[src/logic/tl_ul_pkg.sv]
package tl_ul_pkg;

	//////////////////////////////////////////////////
	// Channel field widths
	//////////////////////////////////////////////////

	parameter int tl_addr_w   = 32;            // Byte address
	parameter int tl_data_w   = 64;            // One beat of data
	parameter int tl_strb_w   = tl_data_w / 8; // One mask bit per byte
	parameter int tl_source_w = 3;             // Master tag, echoed on D
	parameter int tl_sink_w   = 3;             // Unused by this slave
	parameter int tl_opcode_w = 3;
	parameter int tl_param_w  = 3;             // Reserved, always zero
	parameter int tl_size_w   = 8;             // log2 of transfer bytes

	// Only a full single beat is served
	parameter int tl_beat_size = 3;

	//////////////////////////////////////////////////
	// Opcodes
	//////////////////////////////////////////////////

	// A channel, full encoding kept for decode
	typedef enum logic [tl_opcode_w-1:0] {
		put_full_data    = 3'd0,
		put_partial_data = 3'd1,
		arithmetic_data  = 3'd2, // Not served
		logical_data     = 3'd3, // Not served
		get              = 3'd4,
		intent           = 3'd5, // Not served
		acquire_block    = 3'd6, // TL-C only
		acquire_perm     = 3'd7  // TL-C only
	} a_opcode_e;

	// D channel, the two responses this slave sends
	typedef enum logic [tl_opcode_w-1:0] {
		access_ack      = 3'd0,
		access_ack_data = 3'd1
	} d_opcode_e;

	// Slave control FSM
	typedef enum logic [1:0] {
		st_idle,    // a_ready high
		st_access,  // Memory cycle
		st_respond  // d_valid high until d_ready
	} slave_state_e;

endpackage
[src/logic/tl_slave_fsm.sv]
`timescale 1ns/10ps

module tl_slave_fsm import tl_ul_pkg::*; (
	input  logic clk,
	input  logic rst,

	// Handshake from the master
	input  logic a_valid,
	input  logic d_ready,

	// Handshake back to the master
	output logic a_ready,
	output logic d_valid,

	// Strobes into the datapath
	output logic capture, // Load the request register
	output logic access   // Single memory cycle
);

	slave_state_e state;

	//////////////////////////////////////////////////
	// State register
	//////////////////////////////////////////////////

	always_ff @(posedge clk or posedge rst) begin
		if (rst) begin
			state <= st_idle;
		end else begin
			case (state)
				st_idle: begin
					if (a_valid) // a_ready is implied in idle
						state <= st_access;
				end
				st_access: begin
					state <= st_respond; // Always exactly one cycle
				end
				st_respond: begin
					// Hold the beat until the master takes it
					if (d_ready)
						state <= st_idle;
				end
				default: state <= st_idle;
			endcase
		end
	end

	//////////////////////////////////////////////////
	// Outputs, pure decode of the state
	//////////////////////////////////////////////////

	assign a_ready = (state == st_idle);
	assign d_valid = (state == st_respond);
	assign access  = (state == st_access);
	assign capture = a_valid & a_ready; // A beat transfers here

	// One request in flight, so the channels never overlap
	a_no_overlap: assert property (
		@(posedge clk) disable iff (rst)
		!(d_valid && a_ready)
	);

	// A stalled response stays up until taken
	a_d_hold: assert property (
		@(posedge clk) disable iff (rst)
		d_valid && !d_ready |=> d_valid
	);

endmodule

[config.mk]
export PLATFORM = sky130hd
export DESIGN_NAME = tl_slave_fsm
export DESIGN_NICKNAME = d
export VERILOG_FILES = /design/src/logic/tl_ul_pkg.sv /design/src/logic/tl_slave_fsm.sv
export SDC_FILE = /design/constraint.sdc
export NUM_CORES = 1
export LEC_CHECK = 0
export ABC_AREA = 1
export BUFFER_PORTS_ARGS = -buffer_cell sky130_fd_sc_hd__buf_4
export CAP_MARGIN = 20
export CORE_AREA = 10 10 47 49
export CTS_CLUSTER_SIZE = 24
export DETAILED_ROUTE_END_ITERATION = 7
export DIE_AREA = 0 0 57 59
export PLACE_DENSITY = 0.3
export SLEW_MARGIN = 20
export SYNTH_ARGS = -nofsm -noshare
export SYNTH_HDL_FRONTEND = slang
export SYNTH_SLANG_ARGS = --single-unit
[constraint.sdc]
create_clock -name clk -period 1.6 [get_ports clk]
set_clock_uncertainty 0.2 [all_clocks]
set_input_delay 0.32 -clock clk [delete_from_list [all_inputs] [get_ports clk]]
set_output_delay 0.32 -clock clk [all_outputs]
set_load 0.005 [all_outputs]
* Word level (Yosys, flattened, before mapping)
Index checks and enable logic that the tools add are counted.
Storage, ports and cells: logic and storage cells 11, register bits 2, output and inout bits 4
Operators by class: mux-type cells 3, reductions and logical operators 2, eq/ne operators 4, bitwise gates (word level) 1
Operator list (count):
- case mux 2 bit (3 select lines) | 1
- 2-to-1 mux 2 bit | 2
- inequality test 2 bit (second input constant) | 2
- == test 2 x 1 -> 1 bit (second input constant) | 1
- == test 2 bit (second input constant) | 1
- zero test 2 bit | 1
- AND reduction 2 bit | 1
- bitwise AND 1 bit | 1

* Depth between registers and ports, before layout
Gate-level depths: netlist of the first run.
depth in word-level cells 3, depth in mapped cells 3

* Worst setup path after synthesis of the first run
OpenSTA, ideal clock, no wires.
path type reg2out, start reg state[0], end out capture, cell stages (with the launch flop) 2, data required time 1.080 ns, path slack 0.442 ns, path buffers 0, arrival time 0.638 ns, cell sequence dfrtp_1 > nor3b_1
On the way: longest elaborated chain between the ends 2
Ends and longest elaborated chain:
- from (decl) | RTL line tl_slave_fsm.sv:20 | slave_state_e state;
- from (signal assigned) | RTL line tl_slave_fsm.sv:28 | state <= st_idle;
- from (signal assigned) | RTL line tl_slave_fsm.sv:33 | state <= st_access;
- from (signal assigned) | RTL line tl_slave_fsm.sv:36 | state <= st_respond;
- zero test 2 bit | RTL line tl_slave_fsm.sv:52 | assign a_ready = (state == st_idle);
- bitwise AND 1 bit | RTL line tl_slave_fsm.sv:55 | assign capture = a_valid & a_ready;
- to (decl) | RTL line tl_slave_fsm.sv:16 | output logic capture,
Every way passes these cells.

* Worst setup path in the final report of the first run
Ends and elaborated chain as after synthesis.

==> results.cfg, run 1 <==
[outcome]
status = finished clean

[sta]
grt_setup_unrepaired = false
hold_violations = 0
period_needed_ps = 1520
worst_pin_slew_ps = 190
setup_viol = 0
fmax_mhz = 659
fin_crit_sh_pct = 94.9
setup_tns_ps = 0
hold_slack_ps = 167
slew_headroom_pct = 87.3
slew_violations = 0

[logic_synthesis]
synthTopCellsByCount = inv_1 (5), dfrtp_1 (2), nand2_1 (2), nor2_1 (2), nor3b_1 (2)
synth.avg_cell_area_um2 = 7.42
netlist_area_um2 = 104
yosysTopAreaCell = dfrtp_1
synth_edf_count = 0
ys_types = 6
synth.most_common_cell = inv_1
synthTopCellsByArea = dfrtp_1 (48%), inv_1 (18%), nor3b_1 (14%)
postSynth.asyncResetShare_pct = 100
synth-seq-area-share_pct = 48.2
synth_ff_type = dfrtp_1
ys_ff_latch = 2
syn_inst = 14
synth_fp_nets = 18
yosysTopAreaCellShare_pct = 48.2
yosys_warnings = 0

[clock_tree]
clk_path_buf_depth = 2
clk_latency_ps = 230
cts-htree-levels = 1
clkTransAtPathRegs_ps = 30
clock-sinks = 2
cts_buffers = 3
cts_root_buf = clkbuf_4
cts_tree = done

[placement]
dp_cells = 37
numPortBuffers = 7
dp_hpwl_um = 290
place_congestion = 0.680

[routing]
drt-total-wl_um = 391
dr.first_iter.drc_count = 2
route.detailed.drc = 0
vias = 126
dr.pass1.iters = 2
viasPerCell = 3.07
drtAntennaViolNets = 0
wl_per_cell_um = 9.54

[floorplanning]
coreArea_mm2 = 0.00140
dieArea_mm2 = 0.00336
rows = 14
ios = 8
die_x_um = 57
start_util_pct = 7.41
chipHeight_um = 59

[setup_path]
criticalPathCategory = reg -> out
crit_required_ps = 1080
arrival_ps = 1000
startpoint_type = flip-flop
end_kind = primary output
path_max_fanout = 6

[final_layout]
multi_input_area_um2 = 40.0
area_delta_synth_final_pct = 106
drive_gt1_share_pct = 44.0
fin_nets = 31
fin_cells = 41
largest_reg_flops = 2
reg.largest.list = state: 2 flops
n_fill_cell = 168
antenna_cells = 0
fin_util_pct = 15.3
largest-register = state
final-seq-area_um2 = 50.0

[grt]
grt_overflow = 0
grt_usage_pct = 2.59
grt_pass1_vias = 126
grt_pass1_wl_um = 552
grt_max_degree = 7
antenna_found_initial = 0

[power_and_ir_drop]
peakVddDrop_mv = 0.460
power_density_mw_per_mm2 = 1690
power_leakage_nw = 0.122

[job]
drv_cap = 0

[worst_hold_path]
hold_path_class = in -> reg
-- path summary, 6_finish.rpt --
check,slack (ps),end,cells after the start,start
min in group asynchronous,310,state[0]$_DFFE_PP0P_,3,rst
hold / removal,170,state[1]$_DFFE_PP0P_,4,d_ready
hold reg to reg,330,state[0]$_DFFE_PP0P_,1,state[1]$_DFFE_PP0P_
max in group asynchronous,780,state[1]$_DFFE_PP0P_,3,rst
setup / recovery,80,capture,2,state[0]$_DFFE_PP0P_
setup reg to reg,640,state[1]$_DFFE_PP0P_,3,state[1]$_DFFE_PP0P_
-- logic make-up after synthesis --
| group | Yosys count | synth area share [%] |
|---|---|---|
| buffers and inverters | 5 | 18.1 |
| and+or+nand+nor | 7 | 33.7 |
| DFF | 2 | 48.2 |
-- per-layer routing --
| metal | vias up | routed length [µm] | track usage, % |
|---|---|---|---|
| li1 | 64 | - | - |
| met1 | 48 | 185 | 2.85 |
| met2 | 11 | 99 | 1.09 |
| met3 | 3 | 83 | 3.65 |
| met4 | 0 | 24 | 4.03 |
| met5 | - | 0 | 0 |
-- cell type report --
| class | instances | share of cell area [%] |
|---|---|---|
| multi-input combinational | 7 | 18.7 |
| sequential | 2 | 23.4 |
| timing repair buffer | 8 | 29.2 |
| tap | 16 | 9.36 |
| inverter | 5 | 8.77 |
| clock buffer | 3 | 10.5 |
-- power breakdown --
| part | switching [W] | internal (W) | total [W] | leakage (nW) |
|---|---|---|---|---|
| sequential | 0.0000329 | 0.0000720 | 0.000105 | 0.0256 |
| clock | 0.0000301 | 0.0000828 | 0.000113 | 0.0138 |
| combinational | 0.0000621 | 0.0000828 | 0.000145 | 0.0826 |
-- through the flow --
step                setup slack (ps)  cell area [µm²]  power [W]
floorplan                        442              104   0.000150
global placement                 305              176   0.000237
detailed placement               288              176   0.000243
CTS                             31.6              209   0.000363
global route                    9.26              214   0.000402
finish                          82.4              214   0.000363
-- what timing repair did --
action / CTS / global route
hold buffers: 1 / 0
resized for setup: 0 / 1
hold endpoints to repair: 2 / 0
endpoints found under the setup margin: 0 / 1
buffers inserted: 0 / 0
-- cells in the final DEF (no fill, tap or decap) --
cell type and count:
buf_4 7, clkbuf_4 3, dfrtp_1 2, dlygate4sd3_1 1, inv_1 5, nand2_1 2, nand3_1 1, nor2_1 2
nor3b_1 1, nor3b_2 1
-- worst max-delay path, cell delays in order, from the launching register on --
cell,delay (ps)
dfrtp_1,420
nor3b_2,210
buf_4,130
(Power assumes the default switching activity.)
==> run 2: changes to the inputs <==
Settings changed: GPL_TIMING_DRIVEN from default to 0, PLACE_DENSITY 0.3 to default.
==> results.cfg, run 2 (same netlist as run 1, synthesis figures left out) <==
[outcome]
status = finished clean

[final_layout]
largest-register = state
antenna_cells = 0
largest_reg_flops = 2
final_cell_mix = buf_4 (7), inv_1 (5), clkbuf_4 (3)
layout_commonest_cell = buf_4
area_delta_synth_final_pct = 101
drive_gt1_share_pct = 40.0
reg.largest.list = state: 2 flops
fin_nets = 31

[floorplanning]
coreArea_mm2 = 0.00140
start_util_pct = 7.41
rows = 14
dieArea_mm2 = 0.00336
ios = 8
die_x_um = 57
chipHeight_um = 59

[routing]
viasPerCell = 2.93
wl_per_cell_um = 8.12
drt-total-wl_um = 333
route.detailed.drc = 0
dr.pass1.iters = 1
vias = 120
drtAntennaViolNets = 0
dr.first_iter.drc_count = 0

[placement]
post-place-ws_ps = 333
numPortBuffers = 7
place_congestion = 0.676
dp_hpwl_um = 246

[setup_path]
critPathSlowestCell = dfrtp_1
reg2reg_slack_ps = 690
crit_end = capture
arrival_ps = 990
path_max_fanout = 6
startpoint = state[0]$_DFFE_PP0P_
crit_chain = nor3b_1 -> buf_4
end_kind = primary output
crit_required_ps = 1080
criticalPathCategory = reg -> out
worstReg2RegStart = state[0]$_DFFE_PP0P_
startpoint_type = flip-flop
r2r_end = state[0]$_DFFE_PP0P_
critPathMaxStageDelay_ps = 420
reg2regPathDepth = 1

[sta]
slew_violations = 0
period_needed_ps = 1510
grt_setup_unrepaired = false
setup_tns_ps = 0
fin_crit_sh_pct = 94.5
setup_viol = 0
worst_slack_ps = 88.0
worst_pin_slew_ps = 171
hold_violations = 0
fmax_mhz = 661
slew_headroom_pct = 88.6

[clock_tree]
cts-htree-levels = 1
clock-sinks = 2
cts_tree = done
clk_latency_ps = 220
postCtsSetupRepairBufs = 0
cts_root_buf = clkbuf_4
cts_buffers = 3
clk_path_buf_depth = 2
clkTransAtPathRegs_ps = 30

[power_and_ir_drop]
p_int_w = 0.000235
power_density_mw_per_mm2 = 1650
p_sw_w = 0.000110
power_frac_clock_pct = 32.3
seqPwrFrac_pct = 28.9
power_leakage_nw = 0.119
swShare_pct = 31.8
peakVddDrop_mv = 0.187
combPwrFrac_pct = 38.8

[grt]
grt_usage_pct = 2.55
grt_pass1_vias = 128
grt_max_degree = 7
grt_pass1_wl_um = 489
grt_overflow = 0
antenna_found_initial = 0

[job]
drv_cap = 0

[worst_hold_path]
whs_path_depth = 4
hold_path_class = in -> reg
==> run 2: changes by cell type in the layout (fill, tap and decap cells not counted) <==
cell / change
nor3b_1: +1
nor3b_2: -1
==> run 2: how the worst min path moves through the flow <==
stage / slack, ps / startpoint / end
after floorplan: -140 / rst / state[0]$_DFFE_PP0P_
after global placement: -20 / rst / state[0]$_DFFE_PP0P_
after detailed placement: -20 / rst / state[1]$_DFFE_PP0P_
after CTS: 150 / d_ready / state[1]$_DFFE_PP0P_
after global routing: 180 / d_ready / state[1]$_DFFE_PP0P_
final: 160 / d_ready / state[1]$_DFFE_PP0P_
==> run 2: stage by stage <==
step / cells / power (W) / hold WS (ps) / utilization (%) / area (µm²)
after floorplan: 14 / 0.000150 / -139 / - / 104
after global placement: 37 / 0.000236 / -16.7 / 12.6 / 176
after detailed placement: 37 / 0.000238 / -17.0 / 12.6 / 176
after CTS: 41 / 0.000360 / 151 / 14.9 / 209
after global routing: 41 / 0.000378 / 178 / 14.9 / 209
final: 41 / 0.000345 / 157 / 14.9 / 209
==> run 2: layout make-up <==
| cell class | instances | area, µm² |
|---|---|---|
| inverters | 5 | 18.8 |
| flip-flops and latches | 2 | 50.0 |
| well taps | 16 | 20.0 |
| fillers | 174 | 1190 |
| clock buffers | 3 | 22.5 |
| multi-input cells | 7 | 35.0 |
| repair buffers | 8 | 62.6 |
==> run 2: critical path: cells and delay by family (launching register included) <==
| family | cells | cell delay, ps |
|---|---|---|
| flops | 1 | 420 |
| simple gates | 1 | 210 |
| buf+inv | 1 | 140 |
==> run 2: metal layers <==
| metal | global-route usage (%) | share of wire, % | wire [µm] | vias up |
|---|---|---|---|---|
| li1 | - | - | - | 62 |
| met1 | 1.43 | 31 | 103 | 50 |
| met2 | 2.33 | 50 | 166 | 6 |
| met3 | 1.72 | 12 | 41 | 2 |
| met4 | 8.05 | 6.3 | 21 | 0 |
| met5 | 0 | 0 | 0 | - |
==> run 2: power groups by stage <==
stage                     registers (W)  logic (W)  clock network (W)
after floorplan               0.0000945  0.0000555                  0
after global placement        0.0000992   0.000137                  0
after detailed placement       0.000100   0.000137                  0
after CTS                     0.0000993   0.000140           0.000121
after global routing           0.000102   0.000156           0.000121
final                         0.0000996   0.000134           0.000111
==> run 2: what timing repair did <==
| item | CTS | global route |
|---|---|---|
| hold buffers | 1 | 0 |
| endpoints found under the hold margin | 2 | 0 |
| resized for setup | 0 | 0 |
