**config.mk**
```make
export PLATFORM = sky130hd
export DESIGN_NAME = tl_request_decode
export DESIGN_NICKNAME = d
export VERILOG_FILES = /design/src/logic/tl_ul_pkg.sv /design/src/logic/tl_request_decode.sv
export SDC_FILE = /design/constraint.sdc
export NUM_CORES = 1
export LEC_CHECK = 0
export BUFFER_PORTS_ARGS = -buffer_cell sky130_fd_sc_hd__clkbuf_2
export CORE_AREA = 2 2 135 137
export CTS_BUF_LIST = sky130_fd_sc_hd__clkbuf_8
export CTS_CLUSTER_SIZE = 10
export DETAILED_ROUTE_END_ITERATION = 8
export DIE_AREA = 0 0 137 139
export GPL_ROUTABILITY_DRIVEN = 0
export PLACE_DENSITY = 0.58
export REMOVE_ABC_BUFFERS = 1
export SLEW_MARGIN = 30
export SYNTH_ARGS = -nofsm -noshare
export SYNTH_HDL_FRONTEND = slang
export SYNTH_SLANG_ARGS = --single-unit
```
**constraint.sdc**
```tcl
create_clock -name clk -period 1.3 [get_ports clk]
set_input_delay 0.26 -clock clk [delete_from_list [all_inputs] [get_ports clk]]
set_output_delay 0.26 -clock clk [all_outputs]
set_load 0.02 [all_outputs]
```
**src/logic/tl_ul_pkg.sv**
```systemverilog
package tl_ul_pkg;

	//////////////////////////////////////////////////
	// Channel field widths
	//////////////////////////////////////////////////

	parameter int tl_addr_w   = 32;            // Byte address
	parameter int tl_data_w   = 64;            // One beat of data
	parameter int tl_strb_w   = tl_data_w / 8; // One mask bit per byte
	parameter int tl_source_w = 3;             // Master tag, echoed on D
	parameter int tl_sink_w   = 3;             // Unused by this slave
	parameter int tl_opcode_w = 3;
	parameter int tl_param_w  = 3;             // Reserved, always zero
	parameter int tl_size_w   = 8;             // log2 of transfer bytes

	// Only a full single beat is served
	parameter int tl_beat_size = 3;

	//////////////////////////////////////////////////
	// Opcodes
	//////////////////////////////////////////////////

	// A channel, full encoding kept for decode
	typedef enum logic [tl_opcode_w-1:0] {
		put_full_data    = 3'd0,
		put_partial_data = 3'd1,
		arithmetic_data  = 3'd2, // Not served
		logical_data     = 3'd3, // Not served
		get              = 3'd4,
		intent           = 3'd5, // Not served
		acquire_block    = 3'd6, // TL-C only
		acquire_perm     = 3'd7  // TL-C only
	} a_opcode_e;

	// D channel, the two responses this slave sends
	typedef enum logic [tl_opcode_w-1:0] {
		access_ack      = 3'd0,
		access_ack_data = 3'd1
	} d_opcode_e;

	// Slave control FSM
	typedef enum logic [1:0] {
		st_idle,    // a_ready high
		st_access,  // Memory cycle
		st_respond  // d_valid high until d_ready
	} slave_state_e;

endpackage
```
**src/logic/tl_request_decode.sv**
```systemverilog
`timescale 1ns/10ps

module tl_request_decode import tl_ul_pkg::*; #(
	parameter int DEPTH = 64
) (
	input  logic                       clk,
	input  logic                       rst,
	input  logic                       capture,
	input  logic                       access,

	// A channel fields, sampled on capture
	input  logic [tl_opcode_w-1:0]     a_opcode,
	input  logic [tl_addr_w-1:0]       a_address,
	input  logic [tl_size_w-1:0]       a_size,
	input  logic [tl_strb_w-1:0]       a_mask,
	input  logic [tl_data_w-1:0]       a_data,
	input  logic [tl_source_w-1:0]     a_source,

	// Memory side
	input  logic [tl_data_w-1:0]       mem_rdata,
	output logic                       mem_wen,
	output logic [$clog2(DEPTH)-1:0]   mem_index,
	output logic [tl_strb_w-1:0]       mem_strb,
	output logic [tl_data_w-1:0]       mem_wdata,

	// D channel fields
	output logic [tl_opcode_w-1:0]     d_opcode,
	output logic [tl_param_w-1:0]      d_param,
	output logic [tl_size_w-1:0]       d_size,
	output logic [tl_sink_w-1:0]       d_sink,
	output logic [tl_source_w-1:0]     d_source,
	output logic [tl_data_w-1:0]       d_data,
	output logic                       d_error
);

	localparam int idx_w  = $clog2(DEPTH);
	localparam int idx_lo = tl_beat_size; // Byte offset bits below

	// Captured request
	logic [tl_opcode_w-1:0] opcode_q;
	logic [tl_addr_w-1:0]   addr_q;
	logic [tl_size_w-1:0]   size_q;
	logic [tl_strb_w-1:0]   mask_q;
	logic [tl_data_w-1:0]   data_q;
	logic [tl_source_w-1:0] source_q;

	logic is_full, is_partial, is_get;
	logic good_size, in_range;
	logic good_put, good_get;
	logic resp_get; // Registered good_get, selects read data

	//////////////////////////////////////////////////
	// Request register
	//////////////////////////////////////////////////

	always_ff @(posedge clk) begin
		if (capture) begin
			opcode_q <= a_opcode;
			addr_q   <= a_address;
			size_q   <= a_size;
			mask_q   <= a_mask;
			data_q   <= a_data;
			source_q <= a_source;
		end
	end

	//////////////////////////////////////////////////
	// Decode
	//////////////////////////////////////////////////

	assign is_full    = (opcode_q == put_full_data);
	assign is_partial = (opcode_q == put_partial_data);
	assign is_get     = (opcode_q == get);
	assign good_size  = (size_q == tl_size_w'(tl_beat_size)); // One full beat only

	assign mem_index = addr_q[idx_lo +: idx_w];
	// Nothing above the word index, and below DEPTH for odd sizes
	assign in_range  = (addr_q[tl_addr_w-1:idx_lo+idx_w] == '0) && (int'(mem_index) < DEPTH);

	assign good_put = (is_full | is_partial) & good_size & in_range;
	assign good_get = is_get & good_size & in_range;

	assign mem_wen   = access & good_put; // Errors never touch memory
	assign mem_strb  = is_full ? '1 : mask_q;
	assign mem_wdata = data_q;

	//////////////////////////////////////////////////
	// Response, loaded at the end of access
	//////////////////////////////////////////////////

	always_ff @(posedge clk or posedge rst) begin
		if (rst) begin
			resp_get <= 1'b0;
			d_error  <= 1'b0;
			d_opcode <= access_ack;
		end else if (access) begin
			resp_get <= good_get;
			d_error  <= ~(good_put | good_get);
			d_opcode <= good_get ? access_ack_data : access_ack; // Errors ack dataless
		end
	end

	always_ff @(posedge clk) begin
		if (access) begin
			d_size   <= size_q;   // Echo
			d_source <= source_q; // Echo
		end
	end

	// Memory read register holds while responding
	assign d_data  = resp_get ? mem_rdata : '0;
	assign d_param = '0;
	assign d_sink  = '0;

	// Writes only in the cycle right after a request is taken
	a_wen_after_capture: assert property (
		@(posedge clk) disable iff (rst)
		mem_wen |-> access && $past(capture)
	);

endmodule

```
# Yosys cells after proc, flatten, opt, wreduce, memory -nomap -nowiden
# Index checks and enable logic that the tools add are counted.
# W data, S select, Z words.
[word_totals]
wordCells = 27
inputBits = 186
out_inout_bits = 164
reg_bits = 134
[op_classes]
reduce_logical = 2
muxes = 3
n_eq_ne = 3
bitwise_logic = 8
[op_table]
columns = ["cell", "n"]
rows = [
  ["$mux W64", 1],
  ["$logic_not A23 Y1", 1],
  ["$eq A8 B2 Y1 const B", 1],
  ["$mux W8", 1],
  ["$and A1 B1 Y1", 5],
  ["$eq A3 B1 Y1 const B", 1],
  ["$eq A3 B3 Y1 const B", 1],
  ["$logic_not A3 Y1", 1],
  ["$or A1 B1 Y1", 2],
  ["$mux W1", 1],
  ["$not A1 Y1", 1],
]

# Depth between registers and ports, before layout
# Gate-level depths: netlist (run 1).
[depth]
ltp_word = 6
ltp_mapped = 3
depth_no_buf = 3

# Worst setup path after synthesis (run 1)
# OpenSTA, ideal clock, no wires.
[synth_timing]
path_kind = "register to output"
startpoint = "register addr_q[20]"
endpoint = "output mem_wen"
path_stages_with_launch = 4
path_buffers = 0
t_arrival_ns = 1.560
setup_slack_ns = -0.520
path_cell_list = "edfxtp_1 nor4_2 nand4_1 nor4b_1"
[synth_via]
elab_chain_len = 3
[synth_lines]
columns = ["item", "line", "rtl"]
rows = [
  ["start: declaration", "tl_request_decode.sv:41", "logic [tl_addr_w-1:0] addr_q;"],
  ["start signal: assignment", "tl_request_decode.sv:59", "addr_q <= a_address;"],
  ["$logic_not A23 Y1", "tl_request_decode.sv:78", "assign in_range = (addr_q[tl_addr_w-1:idx_lo+idx_w] == '0) && (int'(mem_index) < DEPTH);"],
  ["$and A1 B1 Y1", "tl_request_decode.sv:80", "assign good_put = (is_full | is_partial) & good_size & in_range;"],
  ["$and A1 B1 Y1", "tl_request_decode.sv:83", "assign mem_wen = access & good_put;"],
  ["end: declaration", "tl_request_decode.sv:21", "output logic mem_wen,"],
]
# No other way between the ends.

# Worst setup path in the final report (run 1)
[layout_timing]
startpoint = "register size_q[6]"
endpoint = "output mem_wen"
[layout_via]
elab_chain_len = 4
[layout_lines]
columns = ["item", "line", "rtl"]
rows = [
  ["start: declaration", "tl_request_decode.sv:42", "logic [tl_size_w-1:0] size_q;"],
  ["start signal: assignment", "tl_request_decode.sv:60", "size_q <= a_size;"],
  ["$eq A8 B2 Y1", "tl_request_decode.sv:74", "assign good_size = (size_q == tl_size_w'(tl_beat_size));"],
  ["$and A1 B1 Y1 (2 in series)", "tl_request_decode.sv:80", ""],
  ["$and A1 B1 Y1", "tl_request_decode.sv:83", ""],
]
# No other way between the ends.

==> results of run 1 <==
-- registers in the layout, indices dropped and copies added, names as in the netlist --
name,flops
mem_wdata,64
addr_q,29
d_size,8
mask_q,8
size_q,8
d_source,3
opcode_q,3
source_q,3
d_error,1
resp_get,1
-- worst min path at each step --
stage	start	endpoint	slack (ns)	cells after the start
3_3_place_gp	rst	resp_get	0.09	2
2_1_floorplan	rst	d_error	0.001	1
5_1_grt	a_address[23]	addr_q[23]	0.004	1
6_report	a_address[23]	addr_q[23]	0.05	1
4_1_cts	a_address[25]	addr_q[25]	0.001	1
3_5_place_dp	rst	resp_get	0.09	2
-- metal layers --
| metal | track usage [%] | vias to the layer above |
|---|---|---|
| met5 | 0 | - |
| met4 | 6.08 | 0 |
| met3 | 7.57 | 22 |
| met2 | 30.8 | 229 |
| met1 | 15.3 | 1890 |
| li1 | - | 1849 |
-- area by class of cell --
cell class                      count  area [sq um]  share of cell area [%]
Clock buffer                       17           234                    2.54
Antenna cell                        7          17.5                   0.190
Tap cell                          229           287                    3.11
Inverter                            2          7.51                  0.0814
Sequential cell                   128          3830                    41.6
Multi-Input combinational cell     97           827                    8.97
Clock inverter                     14           143                    1.55
Timing Repair Buffer              481          3870                    42.0
-- cells by family (layout without fill, tap and decap cells) --
kind of cell / after synthesis / after routing / share of synthesized area [%]
simple gates: 87 / 87 / 12.5
other cells: 1 / 15 / 0.0820
compound gates: 2 / 2 / 0.410
flops: 128 / 128 / 83.8
buf+inv: 24 / 514 / 3.20
-- critical path, stage by stage (launching register included) --
cell,delay [ns]
edfxtp_1,0.39
nor4_1,0.34
nand4_1,0.18
nor4b_2,0.27
buf_4,0.19
-- layout by cell type, fill, tap and decap left out --
cell type and n:
clkbuf_2 235, conb_1 8, buf_12 6, inv_6 2, or2_4 8, o32ai_2 1
and2_4 64, nor4_2 4, dlygate4sd3_1 115, and4bb_2 1, dfrtp_2 1, inv_1 3
clkinv_2 1, bufinv_16 2, buf_4 13, nor3_4 1, nor4_1 3, nand3b_1 1
clkinv_4 3, dfrtp_1 1, nand2_1 2, clkinvlp_4 3, diode_2 7, buf_2 9
edfxtp_1 126, clkinv_1 2, buf_8 13, nor4b_2 1, buf_6 85, clkbuf_16 5
clkbuf_8 17, nand4_1 2, o32a_1 1
-- power breakdown --
| group | switching, mW | internal, mW |
|---|---|---|
| Combinational | 0.678 | 0.728 |
| Clock | 1.59 | 1.69 |
| Sequential | 0.118 | 4.89 |
-- metrics by stage --
| step | hold WS (ns) | setup slack (ns) | std cells | util, % | TNS [ns] |
|---|---|---|---|---|---|
| after floorplan | 0.00118 | -0.520 | 227 | - | -20.06 |
| after global placement | 0.0904 | -0.501 | 806 | 37.3 | -2.19 |
| after detailed placement | 0.0943 | -0.485 | 806 | 37.3 | -2.62 |
| after CTS | 0.00121 | -0.875 | 950 | 46.9 | -32.12 |
| after global routing | 0.00372 | -0.926 | 973 | 52.2 | -38.30 |
| final | 0.0460 | -0.766 | 975 | 52.2 | -32.93 |
-- timing repair --
action	CTS	global route
endpoints found under the setup margin	79	104
gates cloned	2	6
hold endpoints to repair	110	6
buffers inserted	2	9
resized for setup	41	337
hold buffers	109	6
pin swaps	12	7
==> results_tabular.tex, run 1 <==
\begin{tabular}{lr}
\hline
Metric & Value \\
\hline
\multicolumn{2}{l}{\textbf{Final layout}} \\
Final instance area & 9220 sq um \\
Post-layout nets & 913 \\
Synthesis-to-finish area growth & 101\% \\
Share of post-route cells with drive strength above 1 & 64.3\% \\
FILL cells & 1,442 \\
\multicolumn{2}{l}{\textbf{Die}} \\
Height of the die & 139 um \\
Die footprint & 19,000 sq um \\
Die boundary width & 137 um \\
IO Count & 350 \\
Core region area & 17,700 sq um \\
Standard-cell rows & 49 \\
Starting density of the core & 25.9\% \\
\multicolumn{2}{l}{\textbf{CTS}} \\
Clock tree from TritonCTS & yes \\
Clock insertion delay at the later pin of the skew report & 0.43 ns \\
CTS HTree Levels & 4 \\
Maximum clock insertion buffer count & 2 \\
CTS clock-pin slew for the worst setup and hold paths & 0.08 ns \\
Number of CTS-inserted buffers & 17 \\
CTS Root Cell & clkbuf\_8 \\
Clock tree sinks & 128 \\
\multicolumn{2}{l}{\textbf{Synthesis}} \\
Sequential fraction of the synthesis area & 83.8\% \\
Average cell area after synthesis & 18.9 sq um \\
Number of instances in the synthesized netlist & 242 \\
Fraction of synthesized cell area taken by the top area cell type & 82.7\% \\
Cell variety after synth & 18 \\
Leading area contributor after synthesis & edfxtp\_1 \\
Summed instance area of the synthesized netlist & 4580 sq um \\
Most used DFF post-synth & edfxtp\_1 \\
Post-synth top cells & 126 x edfxtp\_1, 64 x and2\_1, 15 x buf\_4, 8 x or2\_2, 7 x clkbuf\_1 \\
\#FFs+latches synth & 128 \\
Most frequent cell after synthesis & edfxtp\_1 \\
Async SR Flop Fraction & 1.56\% \\
Number of warnings printed during yosys synthesis & 0 \\
Cell types occupying the most area after synthesis & edfxtp\_1 83\%, and2\_1 8.8\%, buf\_4 2.5\%, dfrtp\_1 1.1\%, nor4\_2 1.1\% \\
Number of enable-type register cells in the synthesized netlist & 126 \\
\multicolumn{2}{l}{\textbf{Detailed routing}} \\
Top routing layer in use & met4 \\
Routed vias & 3,990 \\
Post-detailed-route via-to-cell ratio & 4.09 \\
Iter 0 DRT Violations & 149 \\
M1 WL & 5660 um \\
Antenna-violating nets left & 0 \\
DRC violation count after routing & 0 \\
Met2 wire len & 9330 um \\
DR pass1 iterations & 4 \\
Wire length on met3 & 1600 um \\
Routed wire length & 17,000 um \\
Average detailed-routed wire length per instance & 17.5 um \\
\multicolumn{2}{l}{\textbf{Worst setup path}} \\
Classification of the worst setup path & flip-flop to output pin \\
Setup slack on the worst flop-to-flop path & -0.23 ns \\
Worst-path fanout max & 2 \\
Reg-to-reg endpoint & d\_error \\
Worst EP required & 1.04 ns \\
Worst-case reg-to-reg path depth & 4 \\
Setup crit start kind & flip-flop \\
Category of the worst setup path capture point & output pin \\
Endpoint of the most critical setup path & mem\_wen \\
FF-to-FF Start & size\_q[6] \\
Data arrival, critical path & 1.81 ns \\
Crit path launch & size\_q[6] \\
\multicolumn{2}{l}{\textbf{Pwr}} \\
Worst-case vdd ir drop & 0.745 mV \\
Leakage Power & 4.08 nW \\
Power density of the placed cells & 1050 nW/um\^{}2 \\
Total power after layout & 9.69 mW \\
\multicolumn{2}{l}{\textbf{Global route}} \\
Antenna violations before repair & 7 \\
GRT Total Usage & 16.4\% \\
Global-route wire length before repair & 23,100 um \\
Total global routing overflow & 0 \\
Largest net degree at the start of global routing & 38 \\
Vias in the first global route & 4,336 \\
\multicolumn{2}{l}{\textbf{Timing}} \\
Fmax & 484 MHz \\
Max-slew violations & 0 \\
Unrepaired setup endpoints after global routing & yes \\
Tcrit/Tclk final & 159\% \\
Total of endpoints with negative setup slack in the final report & 76 \\
Crit path time final & 2.07 ns \\
Final hold violation count & 0 \\
Final Worst Setup Slack & -0.766 ns \\
Worst-case clock skew & 0.00739 ns \\
\multicolumn{2}{l}{\textbf{Placed design}} \\
Post-placement cell area & 6580 sq um \\
Number of I/O port buffers & 338 \\
Post-detailed-placement half-perimeter wirelength & 11,500 um \\
\multicolumn{2}{l}{\textbf{Run}} \\
Number of max-cap violations & 0 \\
\multicolumn{2}{l}{\textbf{Outcome}} \\
Failing checks & setup timing \\
Result of the run & complete, but fails checks \\
\multicolumn{2}{l}{\textbf{Min path}} \\
Min-Delay Path Class & input pin to flip-flop \\
\hline
\end{tabular}
No activity file was read; power rests on OpenSTA's default activity.
==> run 2: changes to the inputs <==
--- a/config.mk
+++ b/config.mk
@@ -5,14 +5,15 @@
 export SDC_FILE = /design/constraint.sdc
 export NUM_CORES = 1
 export LEC_CHECK = 0
+export ABC_AREA = 1
 export BUFFER_PORTS_ARGS = -buffer_cell sky130_fd_sc_hd__clkbuf_2
-export CORE_AREA = 2 2 135 137
+export CORE_AREA = 2 2 137 139
 export CTS_BUF_LIST = sky130_fd_sc_hd__clkbuf_8
 export CTS_CLUSTER_SIZE = 10
 export DETAILED_ROUTE_END_ITERATION = 8
-export DIE_AREA = 0 0 137 139
+export DIE_AREA = 0 0 139 141
 export GPL_ROUTABILITY_DRIVEN = 0
-export PLACE_DENSITY = 0.58
+export PLACE_DENSITY = 0.57
 export REMOVE_ABC_BUFFERS = 1
 export SLEW_MARGIN = 30
 export SYNTH_ARGS = -nofsm -noshare
==> run 2 against run 1 <==
Effect of this change:
- the run still ends with setup timing left
- synthesized area up 3.5%
- non-clock buffer count down 4
- combinational power about the same
- critical path type unchanged
- largest power group unchanged
- highest routed layer is now met5
==> results_tabular.tex, run 2 <==
\begin{tabular}{lr}
\hline
Metric & Value \\
\hline
\multicolumn{2}{l}{\textbf{Synthesis}} \\
Summed instance area of the synthesized netlist & 4730 sq um (+3.5\%) \\
Leading area contributor after synthesis & edfxtp\_1 \\
Number of enable-type register cells in the synthesized netlist & 126 (unchanged) \\
Number of instances in the synthesized netlist & 348 (+44\%) \\
Most frequent cell after synthesis & edfxtp\_1 \\
Fraction of synthesized cell area taken by the top area cell type & 79.9\% (-2.8 points) \\
Sequential fraction of the synthesis area & 81.0\% (-2.8 points) \\
Cell types occupying the most area after synthesis & edfxtp\_1 80\%, nand2\_1 7.1\%, inv\_1 6.6\%, buf\_4 2.4\%, nor2\_1 1.4\% \\
Post-synth top cells & 126 x edfxtp\_1, 90 x nand2\_1, 83 x inv\_1, 18 x nor2\_1, 15 x buf\_4 \\
Cell variety after synth & 14 (-4) \\
Average cell area after synthesis & 13.6 sq um (-28\%) \\
Async SR Flop Fraction & 1.56\% (unchanged) \\
\#FFs+latches synth & 128 (unchanged) \\
Most used DFF post-synth & edfxtp\_1 \\
Number of warnings printed during yosys synthesis & 0 (unchanged) \\
\multicolumn{2}{l}{\textbf{Outcome}} \\
Result of the run & complete, but fails checks \\
Failing checks & setup timing \\
\multicolumn{2}{l}{\textbf{Worst setup path}} \\
Setup crit start kind & flip-flop \\
Crit path launch & size\_q[6] \\
Data arrival, critical path & 1.57 ns (-0.24 ns) \\
Category of the worst setup path capture point & output pin \\
Worst EP required & 1.04 ns (about the same) \\
Classification of the worst setup path & flip-flop to output pin \\
Worst-path fanout max & 2 (unchanged) \\
FF-to-FF Start & addr\_q[23] \\
\multicolumn{2}{l}{\textbf{Pwr}} \\
Worst-case vdd ir drop & 0.784 mV (+5.3\%) \\
Leakage Power & 5.05 nW (+24\%) \\
Power dissipated by switching net loads & 2.52 mW (+5.7\%) \\
Register share of total power & 52.0\% (+0.3 points) \\
Clock group share of total power & 33.2\% (-0.6 points) \\
Switching Share & 26.3\% (+1.7 points) \\
Combinational share of power & 14.8\% (+0.3 points) \\
Internal power contribution & 7.07 mW (-3.1\%) \\
Power density of the placed cells & 977 nW/um\^{}2 (-7.1\%) \\
\multicolumn{2}{l}{\textbf{Final layout}} \\
Synthesis-to-finish area growth & 107\% \\
Final instance area & 9820 sq um (+6.6\%) \\
Share of post-route cells with drive strength above 1 & 63.2\% (-1.1 points) \\
Number of flip-flops under the largest register name & 64 (unchanged) \\
Most common cell after layout, fill and taps aside & clkbuf\_2 \\
Post-layout nets & 1,015 (+11\%) \\
Commonest cells after routing, fill and taps aside & 255 x clkbuf\_2, 126 x edfxtp\_1, 113 x dlygate4sd3\_1 \\
\multicolumn{2}{l}{\textbf{Timing}} \\
Worst-case clock skew & 0.0108 ns (+0.00338 ns) \\
Final hold violation count & 0 (unchanged) \\
Tcrit/Tclk final & 141\% (-18 points) \\
Total of endpoints with negative setup slack in the final report & 74 (-2.6\%) \\
Crit path time final & 1.83 ns (-0.235 ns) \\
Unrepaired setup endpoints after global routing & yes \\
Final Worst Setup Slack & -0.531 ns (+0.235 ns) \\
Max-slew violations & 0 (unchanged) \\
Post-route setup TNS & -27.48 ns (+5.46 ns) \\
Fmax & 546 MHz (+13\%) \\
\multicolumn{2}{l}{\textbf{Global route}} \\
Global-route wire length before repair & 25,700 um (+12\%) \\
Largest net degree at the start of global routing & 41 (+7.9\%) \\
Antenna violations before repair & 3 (-4) \\
Total global routing overflow & 0 (unchanged) \\
GRT Total Usage & 17.4\% (+0.96 points) \\
Vias in the first global route & 4,754 (+9.6\%) \\
\multicolumn{2}{l}{\textbf{Die}} \\
IO Count & 350 (unchanged) \\
Die boundary width & 139 um (+1.5\%) \\
Standard-cell rows & 50 (+2.0\%) \\
Die footprint & 19,600 sq um (+2.9\%) \\
Core region area & 18,300 sq um (+3.5\%) \\
Starting density of the core & 25.9\% (about the same) \\
Height of the die & 141 um (+1.4\%) \\
\multicolumn{2}{l}{\textbf{Detailed routing}} \\
Post-detailed-route via-to-cell ratio & 4.02 (-1.7\%) \\
Antenna-violating nets left & 0 (unchanged) \\
DRC violation count after routing & 0 (unchanged) \\
Routed wire length & 17,700 um (+3.8\%) \\
Average detailed-routed wire length per instance & 16.4 um (-6.1\%) \\
DR pass1 iterations & 4 (unchanged) \\
Iter 0 DRT Violations & 147 (-1.3\%) \\
Routed vias & 4,336 (+8.7\%) \\
\multicolumn{2}{l}{\textbf{Placed design}} \\
Post-detailed-placement half-perimeter wirelength & 11,700 um (+1.5\%) \\
Post-placement cell area & 6740 sq um (+2.4\%) \\
Number of I/O port buffers & 338 (unchanged) \\
\multicolumn{2}{l}{\textbf{CTS}} \\
CTS HTree Levels & 4 (unchanged) \\
CTS clock-pin slew for the worst setup and hold paths & 0.08 ns (about the same) \\
Clock insertion delay at the later pin of the skew report & 0.42 ns (about the same) \\
Clock tree sinks & 128 (unchanged) \\
CTS Root Cell & clkbuf\_8 \\
Clock tree from TritonCTS & yes \\
Number of CTS-inserted buffers & 17 (unchanged) \\
Maximum clock insertion buffer count & 2 (unchanged) \\
\multicolumn{2}{l}{\textbf{Min path}} \\
Hold\_sp & a\_address[14] \\
Min-Delay Path Class & input pin to flip-flop \\
\multicolumn{2}{l}{\textbf{Run}} \\
Number of max-cap violations & 0 (unchanged) \\
\hline
\end{tabular}
run 2: per-stage QoR:
step	total power, mW	instances	hold WS, ns	worst slack (ns)	util, %
2_1_floorplan	5.43	333	0.00118	-0.585	-
3_3_place_gp	6.06	917	0.0966	-0.207	36.9
3_5_place_dp	6.07	917	0.106	-0.227	36.9
4_1_cts	9.61	1076	0.00365	-0.609	52.3
5_1_grt	9.96	1077	0.00337	-0.669	53.8
6_report	9.60	1078	0.0347	-0.531	53.8
run 2: worst max-delay path, cell delays in order, from the launching register on:
cell,delay [ns]
edfxtp_1,0.39
inv_1,0.06
nand2_1,0.05
nor2_1,0.11
nand2_1,0.10
nor4_2,0.25
buf_4,0.19
run 2: path summary, 6_finish.rpt:
path / end / slack [ns] / depth (start not counted)
max: mem_wen / -0.53 / 6
min: addr_q[14] / 0.03 / 1
max reg2reg: d_error / 0 / 9
min reg2reg: d_source[2] / 0.43 / 0
max in group asynchronous: resp_get / 0.93 / 3
min in group asynchronous: d_error / 0.24 / 3
run 2: cells by family after synthesis:
logic type | Yosys count | share of synthesized area [%]
AOI/OAI and AO/OA | 1 | 0.106
DFF | 128 | 81.0
and+or+nand+nor | 113 | 9.17
buffers and inverters | 105 | 9.67
other | 1 | 0.0792
run 2: cell type report:
cell class,count,area [sq um]
Fill cell,1478,8440
Timing Repair Buffer,477,3990
Sequential cell,128,3830
Multi-Input combinational cell,122,990
Inverter,83,339
Tap cell,234,293
Clock buffer,17,234
Clock inverter,15,136
Antenna cell,2,5.00
run 2: repair_timing:
item / CTS / global route
gates resized for setup: 323 / 140
cloned: 8 / 0
hold endpoints to repair: 114 / 0
buffers inserted: 6 / 3
pin swaps: 11 / 21
setup endpoints to repair: 77 / 84
hold buffers: 113 / 0
run 2: power groups by stage:
stage          combinational [mW]  clock (mW)  sequential (mW)
6_report                     1.42        3.19             4.99
4_1_cts                      1.37        3.26             4.98
2_1_floorplan               0.106           0             5.33
3_5_place_dp                 1.01           0             5.07
5_1_grt                      1.50        3.44             5.02
3_3_place_gp                 1.00           0             5.05
run 2: layer usage:
metal | track usage [%] | vias up | share of wire [%]
li1 | - | 2051 | -
met5 | 0 | - | 0.045
met2 | 33.3 | 259 | 55
met1 | 16.6 | 1996 | 33
met4 | 7.18 | 2 | 3.2
met3 | 6.73 | 28 | 8.7
==> run 3: changes to the inputs <==
--- a/config.mk
+++ b/config.mk
@@ -13,7 +13,7 @@
 export DETAILED_ROUTE_END_ITERATION = 8
 export DIE_AREA = 0 0 139 141
 export GPL_ROUTABILITY_DRIVEN = 0
-export PLACE_DENSITY = 0.57
+export PLACE_DENSITY = 0.54
 export REMOVE_ABC_BUFFERS = 1
 export SLEW_MARGIN = 30
 export SYNTH_ARGS = -nofsm -noshare
==> constraint.sdc (replaced) <==
create_clock -name clk -period 2.25 [get_ports clk]
set_input_delay 0.45 -clock clk [delete_from_list [all_inputs] [get_ports clk]]
set_output_delay 0.45 -clock clk [all_outputs]
set_load 0.02 [all_outputs]
==> run 3 against run 2 <==
Effect of this change:
- core utilization decreased by 15 points
- worst setup slack improved by 0.73 ns
- global-route usage decreased by 4.3 points
- flip-flop and latch count stayed put
- the flow now finishes without violations
- non-clock buffer count fell by 131
- critical endpoint unchanged
- combinational power fell by 60%
- via count down 16%
- final area is 28% lower
==> results_tabular.tex, run 3 (synthesized netlist as in run 2, its figures left out) <==
\begin{tabular}{lr}
\hline
Metric & Value \\
\hline
\multicolumn{2}{l}{\textbf{Timing}} \\
Final hold violation count & 0 (unchanged) \\
Fmax & 487 MHz \\
Unrepaired setup endpoints after global routing & no \\
Worst-case clock skew & 0.0131 ns (+0.00236 ns) \\
Tcrit/Tclk final & 91.2\% \\
Post-route setup TNS & 0 ns (+27.48 ns) \\
Total of endpoints with negative setup slack in the final report & 0 (-100\%) \\
Crit path time final & 2.05 ns \\
Max-slew violations & 0 (unchanged) \\
\multicolumn{2}{l}{\textbf{Final layout}} \\
Final cell count without fillers & 944 (-12\%) \\
Post-layout nets & 884 (-13\%) \\
Most common cell after layout, fill and taps aside & clkbuf\_2 \\
Commonest cells after routing, fill and taps aside & 336 x clkbuf\_2, 126 x edfxtp\_1, 90 x nand2\_1 \\
FILL cells & 1,808 (+22\%) \\
Synthesis-to-finish area growth & 50.0\% \\
Number of flip-flops under the largest register name & 64 (unchanged) \\
Antenna Cells & 0 (-2) \\
Share of post-route cells with drive strength above 1 & 53.4\% (-9.8 points) \\
\multicolumn{2}{l}{\textbf{Worst setup path}} \\
Category of the worst setup path capture point & output pin \\
Setup crit start kind & flip-flop \\
Worst EP required & 1.80 ns (+0.76 ns) \\
Classification of the worst setup path & flip-flop to output pin \\
Data arrival, critical path & 1.60 ns (+0.03 ns) \\
Worst-path fanout max & 2 (unchanged) \\
\multicolumn{2}{l}{\textbf{Detailed routing}} \\
DRC violation count after routing & 0 (unchanged) \\
Antenna-violating nets left & 0 (unchanged) \\
Routed vias & 3,626 (-16\%) \\
Routed wire length & 13,400 um (-24\%) \\
DR pass1 iterations & 4 (unchanged) \\
Post-detailed-route via-to-cell ratio & 3.84 (-4.5\%) \\
Average detailed-routed wire length per instance & 14.2 um (-13\%) \\
Iter 0 DRT Violations & 75 (-49\%) \\
\multicolumn{2}{l}{\textbf{CTS}} \\
Clock tree sinks & 128 (unchanged) \\
Clock tree from TritonCTS & yes \\
Maximum clock insertion buffer count & 2 (unchanged) \\
Clock insertion delay at the later pin of the skew report & 0.42 ns (about the same) \\
CTS Root Cell & clkbuf\_8 \\
Number of CTS-inserted buffers & 17 (unchanged) \\
CTS clock-pin slew for the worst setup and hold paths & 0.08 ns (about the same) \\
CTS HTree Levels & 4 (unchanged) \\
\multicolumn{2}{l}{\textbf{Die}} \\
Core region area & 18,300 sq um (unchanged) \\
Height of the die & 141 um (unchanged) \\
Standard-cell rows & 50 (unchanged) \\
Starting density of the core & 25.9\% (unchanged) \\
Die boundary width & 139 um (unchanged) \\
Die footprint & 19,600 sq um (unchanged) \\
IO Count & 350 (unchanged) \\
\multicolumn{2}{l}{\textbf{Pwr}} \\
Total power after layout & 5.39 mW (-44\%) \\
Register share of total power & 53.3\% (+1.3 points) \\
Clock group share of total power & 36.1\% (+2.9 points) \\
Power dissipated by switching net loads & 1.35 mW (-47\%) \\
Worst-case vdd ir drop & 0.536 mV (-32\%) \\
Power density of the placed cells & 759 nW/um\^{}2 (-22\%) \\
Switching Share & 25.0\% (-1.3 points) \\
Leakage Power & 3.84 nW (-24\%) \\
Internal power contribution & 4.04 mW (-43\%) \\
Combinational share of power & 10.6\% (-4.2 points) \\
\multicolumn{2}{l}{\textbf{Outcome}} \\
Result of the run & finished clean \\
\multicolumn{2}{l}{\textbf{Global route}} \\
Vias in the first global route & 3,514 (-26\%) \\
Antenna violations before repair & 0 (-3) \\
GRT Total Usage & 13.1\% (-4.3 points) \\
Global-route wire length before repair & 19,200 um (-26\%) \\
Largest net degree at the start of global routing & 66 (+61\%) \\
Total global routing overflow & 0 (unchanged) \\
\multicolumn{2}{l}{\textbf{Run}} \\
Number of max-cap violations & 0 (unchanged) \\
\multicolumn{2}{l}{\textbf{Min path}} \\
Min-Delay Path Class & input pin to flip-flop \\
\multicolumn{2}{l}{\textbf{Placed design}} \\
\# placed instances & 911 (-0.65\%) \\
Post-detailed-placement half-perimeter wirelength & 11,100 um (-4.9\%) \\
Number of I/O port buffers & 338 (unchanged) \\
\hline
\end{tabular}
-- run 3: cell types whose count changed in the layout (fill, tap and decap cells not counted), moves of 5 or more --
cell | before | now
dlygate4sd3_1 | 113 | 1
nand2_1 | 24 | 90
clkbuf_8 | 25 | 17
buf_6 | 10 | 0
buf_12 | 8 | 3
inv_1 | 19 | 83
inv_4 | 11 | 0
buf_4 | 12 | 5
clkbuf_2 | 255 | 336
inv_2 | 53 | 0
nand2_4 | 64 | 0
buf_8 | 62 | 0
buf_16 | 6 | 0
-- run 3: path summary, 6_finish.rpt --
check	from	slack [ns]	cells after the start	end
worst max-delay path	addr_q[16]	0.20	4	mem_wen
worst min-delay path	a_size[5]	0.20	1	size_q[5]
worst max register to register	addr_q[16]	0.94	7	d_error
worst min register to register	source_q[2]	0.41	0	d_source[2]
max in group asynchronous	rst	1.71	3	resp_get
min in group asynchronous	rst	0.42	3	d_error
-- run 3: cell type report --
type                       instances  area [sq um]  share of cell area [%]
inverter                          83           312                    4.39
sequential                       128          3830                    54.0
clock buffer                      17           234                    3.30
timing repair buffer             346          1790                    25.3
clock inverter                    14           158                    2.22
tap                              234           293                    4.12
multi-input combinational        122           475                    6.70
-- run 3: power by group through the flow --
stage / clock, mW / sequential (mW) / combinational, mW
floorplan: 0 / 3.08 / 0.0613
global placement: 0 / 2.92 / 0.577
detailed placement: 0 / 2.93 / 0.578
CTS: 2.02 / 2.87 / 0.580
global route: 2.10 / 2.89 / 0.611
finish: 1.95 / 2.87 / 0.569
-- run 3: critical path: stages, from the launching register on --
cell and delay (ns):
edfxtp_1 0.37, nor2_1 0.13, nand4_1 0.21, nor4_2 0.26
buf_2 0.21
-- run 3: metrics by stage --
stage	cell area (sq um)	util, %	setup WS, ns	hold WS, ns
final	7100	38.9	0.198	0.198
after global routing	7100	38.9	0.0285	0.158
after CTS	7090	38.8	0.0367	0.165
after detailed placement	6690	36.6	0.512	0.290
after global placement	6690	36.6	0.534	0.284
after floorplan	4610	-	0.175	0.191
-- run 3: repair_timing --
item | in CTS | in global routing
setup buffers | 0 | 1
setup endpoints to repair | 0 | 1
gates resized for setup | 0 | 2
hold endpoints to repair | 2 | 0
hold buffers | 1 | 0
-- run 3: metal layers --
metal	routed length (um)	track usage, %	vias to the layer above
li1	-	-	1778
met4	175	3.77	0
met3	1520	6.42	13
met5	0	0	-
met1	4460	12.1	1606
met2	7240	25.3	229
